`src/hdl/synth_pkg.sv`:
```
package synth_pkg;

   localparam int num_notes    = 5;
   localparam int num_switches = 8;
   localparam int num_chords   = 16;

   localparam int note_w   = 7;
   localparam int level_w  = 6;
   localparam int sample_w = 8;
   localparam int phase_w  = 10;

   typedef logic [note_w-1:0] note_t;

   localparam logic [level_w-1:0] level_max = 6'd63;
   localparam int pwm_offset = 127; // duty midpoint

   localparam int env_slow_div = 4; // frames per level step
   localparam int env_div_w    = $clog2(env_slow_div);

   // note codes, one semitone apart except C0 to D0
   localparam note_t note_c0  = 7'd57;
   localparam note_t note_d0  = 7'd59;
   localparam note_t note_eb0 = 7'd60;
   localparam note_t note_e0  = 7'd61;
   localparam note_t note_f0  = 7'd62;
   localparam note_t note_gb0 = 7'd63;
   localparam note_t note_g0  = 7'd64;
   localparam note_t note_ab0 = 7'd65;
   localparam note_t note_a0  = 7'd66;
   localparam note_t note_bb0 = 7'd67;
   localparam note_t note_b0  = 7'd68;
   localparam note_t note_c1  = 7'd69;

   // indexed by sw[7:4]
   localparam note_t [0:num_chords-1][0:num_notes-1] chord_table = '{
      '{note_c0,  note_eb0, note_f0,  note_g0,  note_bb0},
      '{note_c0,  note_eb0, note_g0,  note_bb0, note_c1},
      '{note_c0,  note_eb0, note_f0,  note_g0,  note_ab0},
      '{note_d0,  note_e0,  note_gb0, note_g0,  note_a0},
      '{note_c0,  note_d0,  note_eb0, note_f0,  note_ab0},
      '{note_c0,  note_d0,  note_g0,  note_a0,  note_bb0},
      '{note_c0,  note_d0,  note_eb0, note_f0,  note_g0},
      '{note_c0,  note_d0,  note_e0,  note_gb0, note_g0},
      '{note_d0,  note_e0,  note_f0,  note_g0,  note_ab0},
      '{note_c0,  note_eb0, note_f0,  note_g0,  note_a0},
      '{note_eb0, note_f0,  note_g0,  note_ab0, note_c1},
      '{note_c0,  note_e0,  note_g0,  note_b0,  note_c1},
      '{note_c0,  note_d0,  note_e0,  note_g0,  note_a0},
      '{note_d0,  note_eb0, note_g0,  note_ab0, note_bb0},
      '{note_f0,  note_g0,  note_a0,  note_b0,  note_c1},
      '{note_c0,  note_d0,  note_e0,  note_f0,  note_g0}
   };

   typedef enum logic [1:0] {
      wave_square = 2'd0,
      wave_saw    = 2'd1,
      wave_tri    = 2'd2,
      wave_mute   = 2'd3
   } wave_e;

   typedef enum logic [1:0] {
      env_hold        = 2'd0,
      env_pluck       = 2'd1,
      env_swell       = 2'd2,
      env_swell_pluck = 2'd3
   } env_preset_e;

   typedef enum logic [1:0] {
      env_idle,
      env_attack,
      env_decay,
      env_sustain
   } env_state_e;

   // attack/decay indexes per preset, zero means instant
   localparam logic [0:3][3:0] env_attack_idx = '{4'd0, 4'd0, 4'd10, 4'd10};
   localparam logic [0:3][3:0] env_decay_idx  = '{4'd0, 4'd10, 4'd0, 4'd10};
   localparam logic [0:3][level_w-1:0] env_sustain_lvl = '{level_max, 6'd0, level_max, 6'd0};

endpackage

```
`src/hdl/voice_if.sv`:
```
`timescale 1ns/1ns

// selected note and voice settings, plain levels
interface voice_if;

   synth_pkg::note_t       note;
   logic                   note_on;
   synth_pkg::wave_e       wave_sel;
   synth_pkg::env_preset_e env_sel;

   modport source (
      output note,
      output note_on,
      output wave_sel,
      output env_sel
   );

   modport sink (
      input note,
      input note_on,
      input wave_sel,
      input env_sel
   );

endinterface

```
`src/hdl/key_front.sv`:
```
`timescale 1ns/1ns

module key_front (
   input  logic                                clk,
   input  logic                                rstn,
   input  logic [synth_pkg::num_switches-1:0]  sw,
   input  logic [synth_pkg::num_notes-1:0]     note_enn,
   voice_if.source                             voice
);

   logic [synth_pkg::num_switches-1:0] sw_sync [3];
   logic [synth_pkg::num_notes-1:0]    key_sync [3]; // active high after inversion

   logic [synth_pkg::num_notes-1:0]    keys;
   logic [synth_pkg::num_notes-1:0]    key_onehot;
   logic [$clog2(synth_pkg::num_notes)-1:0] key_idx;
   logic [3:0]                         chord_code;

   synth_pkg::note_t [0:synth_pkg::num_notes-1] chord_set;

   always_ff @(posedge clk or negedge rstn)
   begin
      if (!rstn)
      begin
         for (int i = 0; i < 3; i++)
         begin
            sw_sync[i]  <= '0;
            key_sync[i] <= '0;
         end
      end
      else
      begin
         sw_sync[0]  <= sw;
         key_sync[0] <= ~note_enn;
         for (int i = 1; i < 3; i++)
         begin
            sw_sync[i]  <= sw_sync[i-1];
            key_sync[i] <= key_sync[i-1];
         end
      end
   end

   assign keys       = key_sync[2];
   assign chord_code = sw_sync[2][synth_pkg::num_switches-1 -: 4];
   assign chord_set  = synth_pkg::chord_table[chord_code];

   // lowest pressed key wins
   assign key_onehot = keys & (~keys + 1'b1);

   always_comb
   begin
      key_idx = '0;
      for (int i = 0; i < synth_pkg::num_notes; i++)
      begin
         if (key_onehot[i])
         begin
            key_idx = ($clog2(synth_pkg::num_notes))'(i);
         end
      end
   end

   assign voice.note     = chord_set[key_idx];
   assign voice.note_on  = |keys;
   assign voice.wave_sel = synth_pkg::wave_e'(sw_sync[2][1:0]);
   assign voice.env_sel  = synth_pkg::env_preset_e'(sw_sync[2][3:2]);

   // at most one key selected, and only when some key is down
   a_onehot: assert property (@(posedge clk) disable iff (!rstn)
      $onehot0(key_onehot) && ((|key_onehot) == voice.note_on));

endmodule

```
`src/hdl/envelope_gen.sv`:
```
`timescale 1ns/1ns

module envelope_gen (
   input  logic                            clk,
   input  logic                            rstn,
   input  logic                            frame,
   voice_if.sink                           voice,
   output logic [synth_pkg::level_w-1:0]   level
);

   synth_pkg::env_state_e              state;
   logic [synth_pkg::env_div_w-1:0]    div_cnt;
   logic                               step;
   logic                               fast_attack;
   logic                               fast_decay;
   logic [synth_pkg::level_w-1:0]      sustain;

   assign step        = (div_cnt == synth_pkg::env_div_w'(synth_pkg::env_slow_div - 1));
   assign fast_attack = (synth_pkg::env_attack_idx[voice.env_sel] == 4'd0);
   assign fast_decay  = (synth_pkg::env_decay_idx[voice.env_sel] == 4'd0);
   assign sustain     = synth_pkg::env_sustain_lvl[voice.env_sel];

   always_ff @(posedge clk or negedge rstn)
   begin
      if (!rstn)
      begin
         state   <= synth_pkg::env_idle;
         level   <= '0;
         div_cnt <= '0;
      end
      else if (frame)
      begin
         if (!voice.note_on)
         begin
            state   <= synth_pkg::env_idle; // release drops straight to zero
            level   <= '0;
            div_cnt <= '0;
         end
         else
         begin
            div_cnt <= step ? '0 : div_cnt + 1'b1;
            case (state)
               synth_pkg::env_idle:
               begin
                  div_cnt <= '0;
                  if (fast_attack)
                  begin
                     level <= synth_pkg::level_max;
                     state <= synth_pkg::env_decay;
                  end
                  else
                  begin
                     level <= synth_pkg::level_w'(1); // first step right away
                     state <= synth_pkg::env_attack;
                  end
               end
               synth_pkg::env_attack:
               begin
                  if (step)
                  begin
                     if (level >= synth_pkg::level_max - 1'b1)
                     begin
                        level <= synth_pkg::level_max;
                        state <= synth_pkg::env_decay;
                     end
                     else
                     begin
                        level <= level + 1'b1;
                     end
                  end
               end
               synth_pkg::env_decay:
               begin
                  if (fast_decay || level <= sustain)
                  begin
                     level <= sustain;
                     state <= synth_pkg::env_sustain;
                  end
                  else if (step)
                  begin
                     level <= level - 1'b1;
                  end
               end
               default:
               begin
                  state <= synth_pkg::env_sustain; // hold until keys released
               end
            endcase
         end
      end
   end

   a_level_max: assert property (@(posedge clk) disable iff (!rstn)
      level <= synth_pkg::level_max);

endmodule

```
`src/hdl/wave_osc.sv`:
```
`timescale 1ns/1ns

module wave_osc (
   input  logic                                    clk,
   input  logic                                    rstn,
   input  logic                                    frame,
   voice_if.sink                                   voice,
   output logic signed [synth_pkg::sample_w-1:0]   sample
);

   localparam int pw = synth_pkg::phase_w;
   localparam int sw = synth_pkg::sample_w;

   logic [pw-1:0]        phase;
   logic [pw-1:0]        phase_next;
   logic [sw-1:0]        fold;
   logic signed [sw-1:0] shaped;

   assign phase_next = voice.note_on ? phase + pw'(voice.note) : phase;

   always_comb
   begin
      // triangle folds the lower bits back on the second half
      fold = phase_next[pw-1] ? ~phase_next[pw-2 -: sw] : phase_next[pw-2 -: sw];
      case (voice.wave_sel)
         synth_pkg::wave_square:
            shaped = phase_next[pw-1] ? 8'sh80 : 8'sh7f;
         synth_pkg::wave_saw:
            shaped = $signed({~phase_next[pw-1], phase_next[pw-2 -: sw-1]}); // top bits - 128
         synth_pkg::wave_tri:
            shaped = $signed({~fold[sw-1], fold[sw-2:0]});
         default:
            shaped = '0;
      endcase
   end

   always_ff @(posedge clk or negedge rstn)
   begin
      if (!rstn)
      begin
         phase  <= '0;
         sample <= '0;
      end
      else if (frame)
      begin
         phase  <= phase_next;
         sample <= shaped;
      end
   end

endmodule

```
`src/hdl/pwm_dac.sv`:
```
`timescale 1ns/1ns

module pwm_dac (
   input  logic                                    clk,
   input  logic                                    rstn,
   input  logic [synth_pkg::level_w-1:0]           level,
   input  logic signed [synth_pkg::sample_w-1:0]   sample,
   output logic                                    frame,
   output logic                                    pwm_out
);

   localparam int sw = synth_pkg::sample_w;
   localparam int lw = synth_pkg::level_w;

   logic [sw-1:0]          frame_cnt;
   logic [sw-1:0]          on_cnt;
   logic signed [sw+lw:0]  prod;
   logic signed [sw+lw:0]  scaled;
   logic [sw-1:0]          duty;

   assign frame = (frame_cnt == '1);

   // sample scaled by envelope, level is a fraction of 64
   assign prod   = sample * $signed({1'b0, level});
   assign scaled = prod >>> lw;
   assign duty   = sw'(scaled + synth_pkg::pwm_offset);

   always_ff @(posedge clk or negedge rstn)
   begin
      if (!rstn)
      begin
         frame_cnt <= '0;
      end
      else
      begin
         frame_cnt <= frame_cnt + 1'b1; // wraps every 256
      end
   end

   always_ff @(posedge clk or negedge rstn)
   begin
      if (!rstn)
      begin
         on_cnt  <= '0;
         pwm_out <= 1'b0;
      end
      else
      begin
         if (frame)
         begin
            on_cnt <= duty;
         end
         else if (on_cnt != '0)
         begin
            on_cnt <= on_cnt - 1'b1;
         end
         pwm_out <= (on_cnt != '0);
      end
   end

   // low at every frame boundary, so a high run is shorter than 256
   a_pwm_run: assert property (@(posedge clk) disable iff (!rstn)
      frame |-> !pwm_out);

   a_duty_nonzero: assert property (@(posedge clk) disable iff (!rstn)
      frame |-> (duty != '0));

endmodule

```
`src/hdl/synth_top.sv`:
```
`timescale 1ns/1ns

module synth_top (
   input  logic                                clk,
   input  logic                                rstn,
   input  logic [synth_pkg::num_switches-1:0]  sw,
   input  logic [synth_pkg::num_notes-1:0]     note_enn,
   output logic                                pwm_out
);

   logic [synth_pkg::level_w-1:0]          level;
   logic signed [synth_pkg::sample_w-1:0]  sample;
   logic                                   frame;

   voice_if voice ();

   key_front u_key_front (
      .clk      (clk),
      .rstn     (rstn),
      .sw       (sw),
      .note_enn (note_enn),
      .voice    (voice)
   );

   envelope_gen u_envelope_gen (
      .clk   (clk),
      .rstn  (rstn),
      .frame (frame),
      .voice (voice),
      .level (level)
   );

   wave_osc u_wave_osc (
      .clk    (clk),
      .rstn   (rstn),
      .frame  (frame),
      .voice  (voice),
      .sample (sample)
   );

   pwm_dac u_pwm_dac (
      .clk     (clk),
      .rstn    (rstn),
      .level   (level),
      .sample  (sample),
      .frame   (frame),
      .pwm_out (pwm_out)
   );

endmodule

```
`config.mk`:
```
export PLATFORM = sky130hd
export DESIGN_NAME = synth_top
export DESIGN_NICKNAME = d
export VERILOG_FILES = /design/src/hdl/synth_pkg.sv /design/src/hdl/voice_if.sv /design/src/hdl/key_front.sv /design/src/hdl/envelope_gen.sv /design/src/hdl/wave_osc.sv /design/src/hdl/pwm_dac.sv /design/src/hdl/synth_top.sv
export SDC_FILE = /design/constraint.sdc
export NUM_CORES = 1
export LEC_CHECK = 0
export BUFFER_PORTS_ARGS = -buffer_cell sky130_fd_sc_hd__buf_2
export CORE_AREA = 8 8 111 113
export CTS_CLUSTER_SIZE = 12
export DETAILED_ROUTE_END_ITERATION = 8
export DIE_AREA = 0 0 119 121
export HOLD_SLACK_MARGIN = 0.12
export PLACE_DENSITY_LB_ADDON = 0.1
export SLEW_MARGIN = 5
export SYNTH_ARGS = -nofsm -noshare
export SYNTH_HDL_FRONTEND = slang
export SYNTH_SLANG_ARGS = --single-unit
```
`constraint.sdc`:
```
create_clock -name clk -period 6.4 [get_ports clk]
set_clock_uncertainty 0.05 [all_clocks]
set_input_delay 1.92 -clock clk [delete_from_list [all_inputs] [get_ports clk]]
set_output_delay 1.92 -clock clk [all_outputs]
set_load 0.02 [all_outputs]
```
==> summary.txt, run 1 <==
Clock tree
  • Root Driver: clkbuf_8
  • Post-CTS sizing: 0
  • CTS tree: built
  • # Post-CTS Setup Buffers: 0
  • CTS Buffer Depth: 2
  • CTS Hold Bufs: 0
  • Clk slew on worst S/H paths: approximately 100 ps
  • Clk_lat worst skew: 360 ps
  • Clock buffer count from CTS: 9
  • H-tree Lvls: 3
  • Clk sinks: 84

Timing
  • Max_slew headroom: 0.1428
  • Max frequency: 187.2 MHz
  • RSZ-0062 raised after global routing: false
  • Final period utilization: 0.8348
  • Setup violators final: 0
  • Fin Setup TNS: 0 ps
  • Final Hold Vio Count: 0
  • Min Tclk post-route: 5342 ps
  • Slew Limit Fails: 0
  • Slew @ Worst Pin: between 1000 and 1500 ps
  • Hold_ws: 288.8 ps

GRT
  • GR Overflow Total: 0
  • Initial antenna violation count: 0
  • Overall routing resource usage: 0.1882
  • Number of global-route vias before repair: 4,844
  • First-pass GRT wire length: between 20 and 25 mm
  • Largest net degree at the start of global routing: 85

Power and ir drop
  • PwrDens: 145.9 nW/µm²
  • Leakage: 0.003478 µW
  • Worst VDD drop: between 0.00015 and 0.0002 V

Worst setup path
  • Critical path's largest stage delay: around 550 ps
  • Crit path kind: reg -> reg
  • CP max-delay cell: dfrtp_1
  • Data required, critical path: 6610 ps
  • Reg2reg path depth: 17
  • Startpoint Class: flop
  • Crit. End Element: flop
  • Crit path max fanout: 16
  • Arr. time, crit path: approximately 5600 ps
  • Critical path cell sequence: and2_1, fa_1, inv_1, fa_1, inv_1, fa_1, inv_1, fa_1, inv_1, ha_1, or3_1, a211o_1, a211oi_4, nand2b_2, nor4_1, a31oi_1, o32a_1

Worst hold path
  • Hold crit path type: reg -> reg
  • Hold Path Cell Cnt: 0

Floorplanning
  • Full die area: 14,400 µm²
  • IO Count: 16
  • Die W: ~120 µm
  • DIE HEIGHT: 121 µm
  • Row cnt: 38
  • Initial Utilization: 0.6262
  • Core area: 10,600 µm²

Routing
  • DRC Markers: 0
  • Routed WL: around 13 mm
  • Drt via density: 5.841
  • Initial DRC Count: 319
  • Vias post-DR: 5,029
  • Routed WL per cell: 15.12 µm
  • ANT nets after route: 0
  • TritonRoute pass-1 iters: 5

Logic synthesis
  • Sequential area share after synthesis: 0.3166
  • Post-synth top flop: dfrtp_1
  • Synth Warn #: 0
  • Synth unique cells: 68
  • Top cell type's share of synthesized area: 0.3166
  • Fraction of registers with async set/reset: 1.000
  • EDFF count, synth: 0
  • Synth cell count leaders: 84 x dfrtp_1, 76 x inv_1, 64 x nand2_1, 55 x ha_1, 42 x and2_1
  • Largest cells by area after synthesis: dfrtp_1 32%, ha_1 10%, fa_1 10%
  • Syn nets: just over 800
  • Area of the mapped netlist: 6639 µm²
  • Library cell with the highest instance count after synthesis: dfrtp_1
  • Synth Register Bits: 84
  • Cells after Synth: 720
  • Average cell area after synthesis: 9.221 µm²
  • Cell taking the most area after synthesis: dfrtp_1

Place
  • PortBufs: 15
  • Placed Cells: 846
  • DPL Wire Length: just under 10 mm
  • Routability Congestion: 0.8375
  • Area after DPL: approximately 6800 µm²

Cells and area
  • Diodes inserted: 0
  • NumNets Final: about 800
  • Fin cells: 861
  • Area growth, synth to finish: 4.806%
  • Fin area: 6958 µm²
  • Layout cells sized above 1: 0.06935

Run status
  • Status: completed

Run
  • Max cap viols: 0
==> path summary, 6_finish.rpt <==
check / startpoint / end / slack [ps]
worst max-delay path: u_envelope_gen.level[3] / u_pwm_dac.on_cnt[7] / 1060
worst min-delay path: u_key_front.key_sync[8] / u_key_front.keys[3] / 290
worst max register to register: u_envelope_gen.level[3] / u_pwm_dac.on_cnt[7] / 1060
worst min register to register: u_key_front.key_sync[8] / u_key_front.keys[3] / 290
max in group asynchronous: rstn / u_wave_osc.sample[3] / 3940
min in group asynchronous: rstn / u_pwm_dac.on_cnt[2] / 1680
==> layout by cell type (no fill, tap or decap), types with 8 or more instances in the layout <==
master | netlist | final
nor2_1 | 38 | 38
dfrtp_1 | 84 | 84
xor2_1 | 13 | 13
nand3_1 | 15 | 15
inv_1 | 76 | 76
ha_1 | 55 | 55
buf_2 | 1 | 14
mux2i_1 | 8 | 8
nand2_1 | 64 | 64
xnor2_1 | 24 | 24
o211ai_1 | 8 | 8
a211oi_1 | 13 | 13
a221oi_1 | 8 | 8
clkbuf_8 | 0 | 9
and2_1 | 42 | 42
fa_1 | 33 | 33
and3_1 | 11 | 11
nor3_1 | 18 | 18
a21oi_1 | 25 | 25
or3_1 | 8 | 8
o21ai_0 | 37 | 37
a21o_1 | 8 | 8
o21a_1 | 12 | 12
==> critical path, delay by kind of cell (launching register included) <==
kind,cells,cell delay (ps)
adder cells (fa/ha/maj),5,2420
AND/OR/NAND/NOR,4,990
buffers and inverters,4,210
AO/OA/AOI/OAI,4,1030
flip-flops,1,550
==> through the flow <==
step	total power, µW	util	setup WS, ps
2_1_floorplan	613.8	-	1266
5_1_grt	1058	0.6562	644.7
4_1_cts	1027	0.6562	1051
6_report	1015	0.6562	1058
3_5_place_dp	641.9	0.6377	1052
3_3_place_gp	638.8	0.6377	1123
==> report_power, final <==
part | internal [µW] | switching, µW | leakage [µW]
Combinational | 31.0 | 47.0 | 0.00232
Sequential | 543 | 11.0 | 0.00107
Clock | 182 | 202 | 0.0000899
==> cell type report <==
class,instances,area (µm²)
tap,140,175.2
multi-input combinational,531,4121
clock buffer,9,123.9
inverter,76,285.3
timing repair buffer,15,77.57
clock inverter,6,72.57
sequential,84,2102
fill,879,3645
==> state kept, by name, summed over array words and instances (netlist names) <==
name and cells:
u_envelope_gen.state 2, u_envelope_gen.div_cnt 2, u_pwm_dac.on_cnt 8, u_key_front.keys 5, u_pwm_dac.frame_cnt 8, u_key_front.voice.env_sel 2, u_wave_osc.phase 10, u_key_front.key_sync 10
u_pwm_dac.pwm_out 1, u_key_front.chord_code 4, u_wave_osc.sample 8, u_envelope_gen.level 6, u_key_front.sw_sync 16, u_key_front.voice.wave_sel 2
==> per-layer routing <==
| layer | global-route usage | up-vias | routed length (µm) |
|---|---|---|---|
| met2 | 0.3133 | 79 | 6473 |
| met5 | 0 | - | 0 |
| met4 | 0.04980 | 0 | 104 |
| met1 | 0.2527 | 2474 | 6072 |
| met3 | 0.02652 | 10 | 371 |
| li1 | - | 2466 | - |
==> kinds of logic after synthesis <==
logic type                 share of synthesized area
AOI/OAI and AO/OA                             0.1725
adders and majority gates                     0.2032
buffers and inverters                        0.06257
DFF                                           0.3166
muxes                                        0.02280
and+or+nand+nor                               0.1736
xor gates and xnor gates                     0.04881
(Power assumes the default switching activity.)
==> run 2: changes to the inputs <==
CORE_AREA = 8 8 116 118   (was 8 8 111 113)
DIE_AREA = 0 0 124 126   (was 0 0 119 121)
clock period = 4.7 ns   (was 6.4 ns; I/O delays follow)
==> run 2 against run 1 <==
Net effect:
- the run now ends with setup timing left
- total power up 61%
- global-route usage is essentially flat
- via count up 3.5%
- count of clock-buffer cells in the layout is 1 higher
- sequential cell count stayed put
- first-iteration DRC count decreased by 2.2%
- cell count grew 6.5%
- largest power group is now the clock network
- critical endpoint unchanged
- routed wire length rose by 6.7%
- fmax increased by 9.6%
- sequential power increased by 36%
==> summary.txt, run 2 (synthesis gave the netlist of run 1 again) <==
Run status
  • Status: complete, but fails checks
  • Failing checks: setup timing

Routing
  • Wire length on met3: 410 µm (+11%)
  • Routed WL per cell: 15.16 µm (+0.21%)
  • Vias post-DR: 5,206 (+3.5%)
  • ANT nets after route: 0 (unchanged)
  • WL met1: 6.473 mm (+6.6%)
  • Routed WL: 13.90 mm (+6.7%)
  • TritonRoute pass-1 iters: 7 (+2)
  • Highest routed layer: met4
  • Routed wl met2: 6.772 mm (+4.6%)
  • Drt via density: 5.677 (-2.8%)
  • DRC Markers: 0 (unchanged)
  • Initial DRC Count: 312 (-2.2%)

Power and ir drop
  • Total net switching power: 375.6 µW (+45%)
  • Cell internal pwr: 1255 µW (+66%)
  • PwrDens: 214.8 nW/µm² (+47%)
  • Worst VDD drop: 0.0002621 V (+58%)
  • Switch share: 0.2303 (-0.02543)
  • Comb power frac: 0.067 (-0.010)
  • Reg power frac: 0.462 (-0.083)
  • Clock network fraction of total power: 0.471 (+0.093)
  • Leakage: 0.003806 µW (+9.4%)

Timing
  • Fin Setup TNS: -268.9 ps (-268.9 ps)
  • Final Hold Vio Count: 0 (unchanged)
  • RSZ-0062 raised after global routing: true
  • Hold_ws: 292.8 ps (+4.031 ps)
  • Setup violators final: 2 (+2)
  • Min Tclk post-route: 4876 ps (-466.8 ps)
  • Setup slack after layout: -175.6 ps (-1233 ps)
  • Max_slew headroom: 0.1736 (+0.03074)
  • Slew Limit Fails: 0 (unchanged)
  • Final period utilization: 1.037 (+0.2026)
  • Slew @ Worst Pin: 1237 ps (-46.01 ps)
  • Max frequency: 205.1 MHz (+9.6%)

Floorplanning
  • DIE HEIGHT: 126 µm (+4.1%)
  • Full die area: 15,620 µm² (+8.5%)
  • IO Count: 16 (unchanged)
  • Die W: 124 µm (+4.2%)
  • Row cnt: 40 (+5.3%)
  • Core area: 11,710 µm² (+10%)
  • Initial Utilization: 0.5669 (-0.05927)

Worst setup path
  • FF-to-FF Start: u_envelope_gen.level[3]
  • Crit path max fanout: 8 (-8)
  • CP max-delay cell: fa_1
  • CP Buf/Inv Count: 4 (unchanged)
  • Worst Setup SP: u_envelope_gen.level[3]
  • Critical path's largest stage delay: 530 ps (-20 ps)
  • Arr. time, crit path: 5060 ps (-490 ps)
  • Reg2reg setup slack: -180 ps (-1230 ps)
  • CP top delay family: adder cells
  • Crit path depth: 17 (unchanged)
  • Startpoint Class: flop
  • Crit path kind: reg -> reg
  • Data required, critical path: 4880 ps (-1730 ps)
  • Crit. End Element: flop
  • Most frequent CP cell: fa_1
  • Reg2reg path depth: 17 (unchanged)
  • Critical path cell sequence: and2_4, fa_1, inv_1, fa_1, inv_2, fa_1, inv_1, fa_1, inv_2, ha_4, or3_1, a211o_1, a211oi_4, nand2b_4, nor4_4, a31oi_1, o32a_1

Cells and area
  • Commonest non-fill, non-tap cells in the layout: 79 x dfrtp_1, 72 x inv_1, 63 x nand2_1
  • Diodes inserted: 0 (unchanged)
  • Layout cells sized above 1: 0.1675 (+0.09818)
  • NumNets Final: 868 (+5.9%)
  • Largest register by flop count: u_key_front.sw_sync
  • Area growth, synth to finish: 14.34%
  • Largest registers: u_key_front.sw_sync: 16 flops, u_key_front.key_sync: 10 flops, u_wave_osc.phase: 10 flops
  • Fin cells: 917 (+6.5%)
  • Max FFs per register: 16 (unchanged)
  • Most common cell after layout, fill and taps aside: dfrtp_1
  • Fin area: 7591 µm² (+9.1%)

GRT
  • Number of global-route vias before repair: 5,094 (+5.2%)
  • Initial antenna violation count: 0 (unchanged)
  • GR Overflow Total: 0 (unchanged)
  • Largest net degree at the start of global routing: 85 (unchanged)
  • First-pass GRT wire length: 23.91 mm (+6.7%)
  • Overall routing resource usage: 0.1879 (-0.0003456)

Place
  • Placed Cells: 897 (+6.0%)
  • Dpl ws: -215.5 ps (-1268 ps)
  • PortBufs: 15 (unchanged)
  • DPL Wire Length: 10.53 mm (+6.9%)
  • Routability Congestion: 0.8399 (+0.29%)
  • Area after DPL: 7146 µm² (+5.7%)

Clock tree
  • Root Driver: clkbuf_16
  • Clk sinks: 84 (unchanged)
  • CTS tree: built
  • CTS Buffer Depth: 2 (unchanged)
  • Clk slew on worst S/H paths: 70 ps (-30 ps)
  • H-tree Lvls: 3 (unchanged)
  • Clock buffer count from CTS: 9 (unchanged)
  • Clk_lat worst skew: 350 ps (about the same)

Run
  • Max cap viols: 0 (unchanged)

Worst hold path
  • Hold Path Origin: u_key_front.key_sync[7]
  • Hold crit path type: reg -> reg
  • Hold Path Cell Cnt: 0 (unchanged)
## run 2: path summary, 6_finish.rpt
check / endpoint
setup / recovery: u_pwm_dac.on_cnt[7]
hold / removal: u_key_front.keys[2]
setup reg to reg: u_pwm_dac.on_cnt[7]
hold reg to reg: u_key_front.keys[2]
max in group asynchronous: u_wave_osc.sample[3]
min in group asynchronous: u_key_front.sw_sync[22]
## run 2: timing repair
action,4_1_cts,5_1_grt
pin swaps,4,6
resized for setup,13,11
hold buffers,0,0
setup endpoints to repair,4,11
buffers inserted,2,3
## run 2: layer usage
| metal | vias up | GRT usage |
|---|---|---|
| met2 | 92 | 0.3014 |
| met3 | 24 | 0.03128 |
| li1 | 2578 | - |
| met4 | 0 | 0.06092 |
| met5 | - | 0 |
| met1 | 2512 | 0.2515 |
## run 2: power by group through the flow
stage	clock (µW)	combinational, µW	sequential (µW)
2_1_floorplan	0	75.9	760
3_5_place_dp	0	108	767
6_report	768	109	754
5_1_grt	816	123	756
4_1_cts	788	109	754
3_3_place_gp	0	106	766
## run 2: final cells by class
cell class,instances,area (µm²)
Inverter,76,285.3
Multi-Input combinational cell,531,4247
Timing Repair Buffer,63,441.7
Sequential cell,84,2108
Tap cell,147,183.9
Clock buffer,10,229.0
Clock inverter,6,96.34
Fill cell,942,4120
## run 2: worst register-to-register path: stages, from the launching register on
cell and delay, ps:
dfrtp_2 450, and2_4 180, fa_1 530, inv_1 50
fa_1 490, inv_2 40, fa_1 520, inv_1 50
fa_1 490, inv_2 50, ha_4 220, or3_1 340
a211o_1 290, a211oi_4 290, nand2b_4 120, nor4_4 230
a31oi_1 80, o32a_1 300
## run 2: stage by stage
| stage | util | power, µW |
|---|---|---|
| detailed placement | 0.6102 | 875.5 |
| finish | 0.6482 | 1631 |
| floorplan | - | 835.8 |
| global placement | 0.6102 | 871.6 |
| CTS | 0.6428 | 1650 |
| global route | 0.6482 | 1696 |
==> run 3: changes to the inputs <==
PLACE_DENSITY = 0.77   (was unset)
PLACE_DENSITY_LB_ADDON = unset   (was 0.1)
==> run 3 against run 2 <==
Net effect:
- the flow still finishes with violations (setup timing)
- combinational power is essentially flat
- sequential cell count is the same
- cell count shrank 0.11%
- critical path depth is the same
- global-route usage shrank 0.23 points
- via count grew 1.7%
- die area is the same
- setup slack gained 65 ps
- sequential power is essentially flat
==> summary.txt, run 3 (synthesis gave the netlist of run 1 again) <==
GRT
  • First-pass GRT wire length: 23.86 mm (-0.20%)
  • GR Overflow Total: 0 (unchanged)
  • Largest net degree at the start of global routing: 85 (unchanged)
  • Overall routing resource usage: 0.1856 (-0.002300)
  • Number of global-route vias before repair: 5,300 (+4.0%)
  • Initial antenna violation count: 0 (unchanged)

Timing
  • Setup slack after layout: -110.6 ps (+64.98 ps)
  • Slew @ Worst Pin: 1154 ps (-83.03 ps)
  • Setup violators final: 2 (unchanged)
  • Min Tclk post-route: 4811 ps (-64.97 ps)
  • Max_slew headroom: 0.2290 (+0.05547)
  • Final period utilization: 1.024 (-0.01382)
  • Slew Limit Fails: 0 (unchanged)
  • Hold_ws: 297.2 ps (+4.382 ps)
  • Final Hold Vio Count: 0 (unchanged)
  • Max frequency: 207.9 MHz (+1.4%)
  • Fin Setup TNS: -171.6 ps (+97.23 ps)
  • RSZ-0062 raised after global routing: true

Worst setup path
  • Data required, critical path: 4880 ps (about the same)
  • Arr. time, crit path: 4990 ps (-70 ps)
  • Crit path kind: reg -> reg
  • Crit. End Element: flop
  • Crit path max fanout: 5 (-3)
  • Reg2reg setup slack: -110 ps (+60 ps)
  • Startpoint Class: flop
  • Reg-to-reg endpoint: u_pwm_dac.on_cnt[7]
  • FF-to-FF Start: u_envelope_gen.level[3]
  • Reg2reg path depth: 17 (unchanged)

Clock tree
  • Root Driver: clkbuf_16
  • Clk sinks: 84 (unchanged)
  • Clk slew on worst S/H paths: 70 ps (about the same)
  • H-tree Lvls: 3 (unchanged)
  • CTS tree: built
  • CTS Buffer Depth: 2 (unchanged)
  • CTS Hold Bufs: 0 (unchanged)
  • Clock buffer count from CTS: 9 (unchanged)
  • Clk_lat worst skew: 340 ps (about the same)

Cells and area
  • Fin cells: 916 (-0.11%)
  • Diodes inserted: 0 (unchanged)
  • Area growth, synth to finish: 15.13%
  • FF/Latch Area: 2110 µm² (about the same)
  • Commonest non-fill, non-tap cells in the layout: 78 x dfrtp_1, 73 x inv_1, 61 x nand2_1
  • Filler cells: 942 (unchanged)
  • Max FFs per register: 16 (unchanged)
  • Area of the multi-input gates: 4335 µm² (+2.1%)
  • NumNets Final: 867 (-0.12%)
  • Most common cell after layout, fill and taps aside: dfrtp_1
  • Largest registers: u_key_front.sw_sync: 16 flops, u_key_front.key_sync: 10 flops, u_wave_osc.phase: 10 flops
  • Largest register by flop count: u_key_front.sw_sync
  • Layout cells sized above 1: 0.1795 (+0.01192)

Worst hold path
  • Hold Path Origin: u_key_front.sw_sync[10]
  • Hold Path Cell Cnt: 0 (unchanged)
  • Hold EP: u_key_front.voice.env_sel[0]
  • Hold crit path type: reg -> reg

Run status
  • Failing checks: setup timing
  • Status: complete, but fails checks

Floorplanning
  • Initial Utilization: 0.5669 (unchanged)
  • IO Count: 16 (unchanged)
  • Core area: 11,710 µm² (unchanged)
  • DIE HEIGHT: 126 µm (unchanged)
  • Die W: 124 µm (unchanged)
  • Row cnt: 40 (unchanged)
  • Full die area: 15,620 µm² (unchanged)

Run
  • Max cap viols: 0 (unchanged)

Routing
  • DRC Markers: 0 (unchanged)
  • Initial DRC Count: 380 (+22%)
  • TritonRoute pass-1 iters: 5 (-2)
  • Drt via density: 5.781 (+1.8%)
  • Vias post-DR: 5,295 (+1.7%)
  • ANT nets after route: 0 (unchanged)
  • Routed WL: 14.03 mm (+0.98%)
  • Routed WL per cell: 15.32 µm (+1.1%)

Place
  • Routability Congestion: 0.8848 (+5.3%)
  • Placed Cells: 895 (-0.22%)
  • DPL Wire Length: 10.57 mm (+0.32%)
  • PortBufs: 15 (unchanged)

Power and ir drop
  • Worst VDD drop: 0.0002916 V (+11%)
  • Leakage: 0.003797 µW (-0.23%)
  • Total power draw: 1575 µW (-3.4%)
  • PwrDens: 206.0 nW/µm² (-4.1%)
run 3: changes by cell type in the layout (fill, tap and decap cells not counted), sizes merged:
cell | before | now
clkinv | 1 | 2
buf | 63 | 62
bufinv | 2 | 1
inv | 78 | 77
clkinvlp | 1 | 2
run 3: worst max-delay path by stage:
stage | cells past startpoint | end | slack [ps] | start
after floorplan | 17 | u_pwm_dac.on_cnt[7] | -150 | u_envelope_gen.level[1]
after global placement | 17 | u_pwm_dac.on_cnt[7] | -70 | u_envelope_gen.level[3]
after detailed placement | 18 | u_pwm_dac.on_cnt[7] | -350 | u_envelope_gen.level[3]
after CTS | 17 | u_pwm_dac.on_cnt[7] | -180 | u_envelope_gen.level[3]
after global routing | 18 | u_pwm_dac.on_cnt[7] | -260 | u_envelope_gen.level[3]
final | 17 | u_pwm_dac.on_cnt[7] | -110 | u_envelope_gen.level[3]
run 3: final cells by class:
| class | instances | share of cell area |
|---|---|---|
| clock inverters | 6 | 0.009658 |
| flip-flops and latches | 84 | 0.2760 |
| inverters | 76 | 0.03732 |
| well taps | 147 | 0.02406 |
| multi-input cells | 531 | 0.5672 |
| clock buffers | 10 | 0.02996 |
| repair buffers | 62 | 0.05582 |
run 3: power breakdown:
part | switching, µW | internal [µW]
Sequential | 14.9 | 740
Combinational | 64.8 | 42.9
Clock | 295 | 417
Total | 375 | 1200
run 3: through the flow:
step / utilization / setup WS, ps / cell area [µm²]
final: 0.6527 / -110.6 / 7644
after floorplan: - / -149.2 / 6715
after global routing: 0.6527 / -256.2 / 7644
after CTS: 0.6449 / -180.3 / 7552
after global placement: 0.6089 / -70.93 / 7131
after detailed placement: 0.6089 / -346.6 / 7131
run 3: what timing repair did:
action                     4_1_cts  5_1_grt
resized for setup               17       22
pin swaps                        7        6
buffers inserted                 6        0
setup endpoints to repair        3       12
run 3: critical path, cell delays in order (launching register included):
cell,delay (ps)
dfrtp_2,440
and2_4,170
fa_1,540
inv_1,50
fa_1,470
inv_1,50
fa_1,520
inv_1,40
fa_1,490
inv_2,50
ha_4,220
or3_1,360
a211o_1,300
a211oi_4,270
nand2b_4,100
nor4_4,150
a31oi_1,90
o32a_1,310
run 3: per-layer routing:
layer | GRT usage | wire [µm] | vias up
li1 | - | - | 2573
met1 | 0.2249 | 6009 | 2579
met2 | 0.3261 | 7372 | 119
met3 | 0.03128 | 419 | 24
met4 | 0.05602 | 233 | 0
met5 | 0 | 0 | -
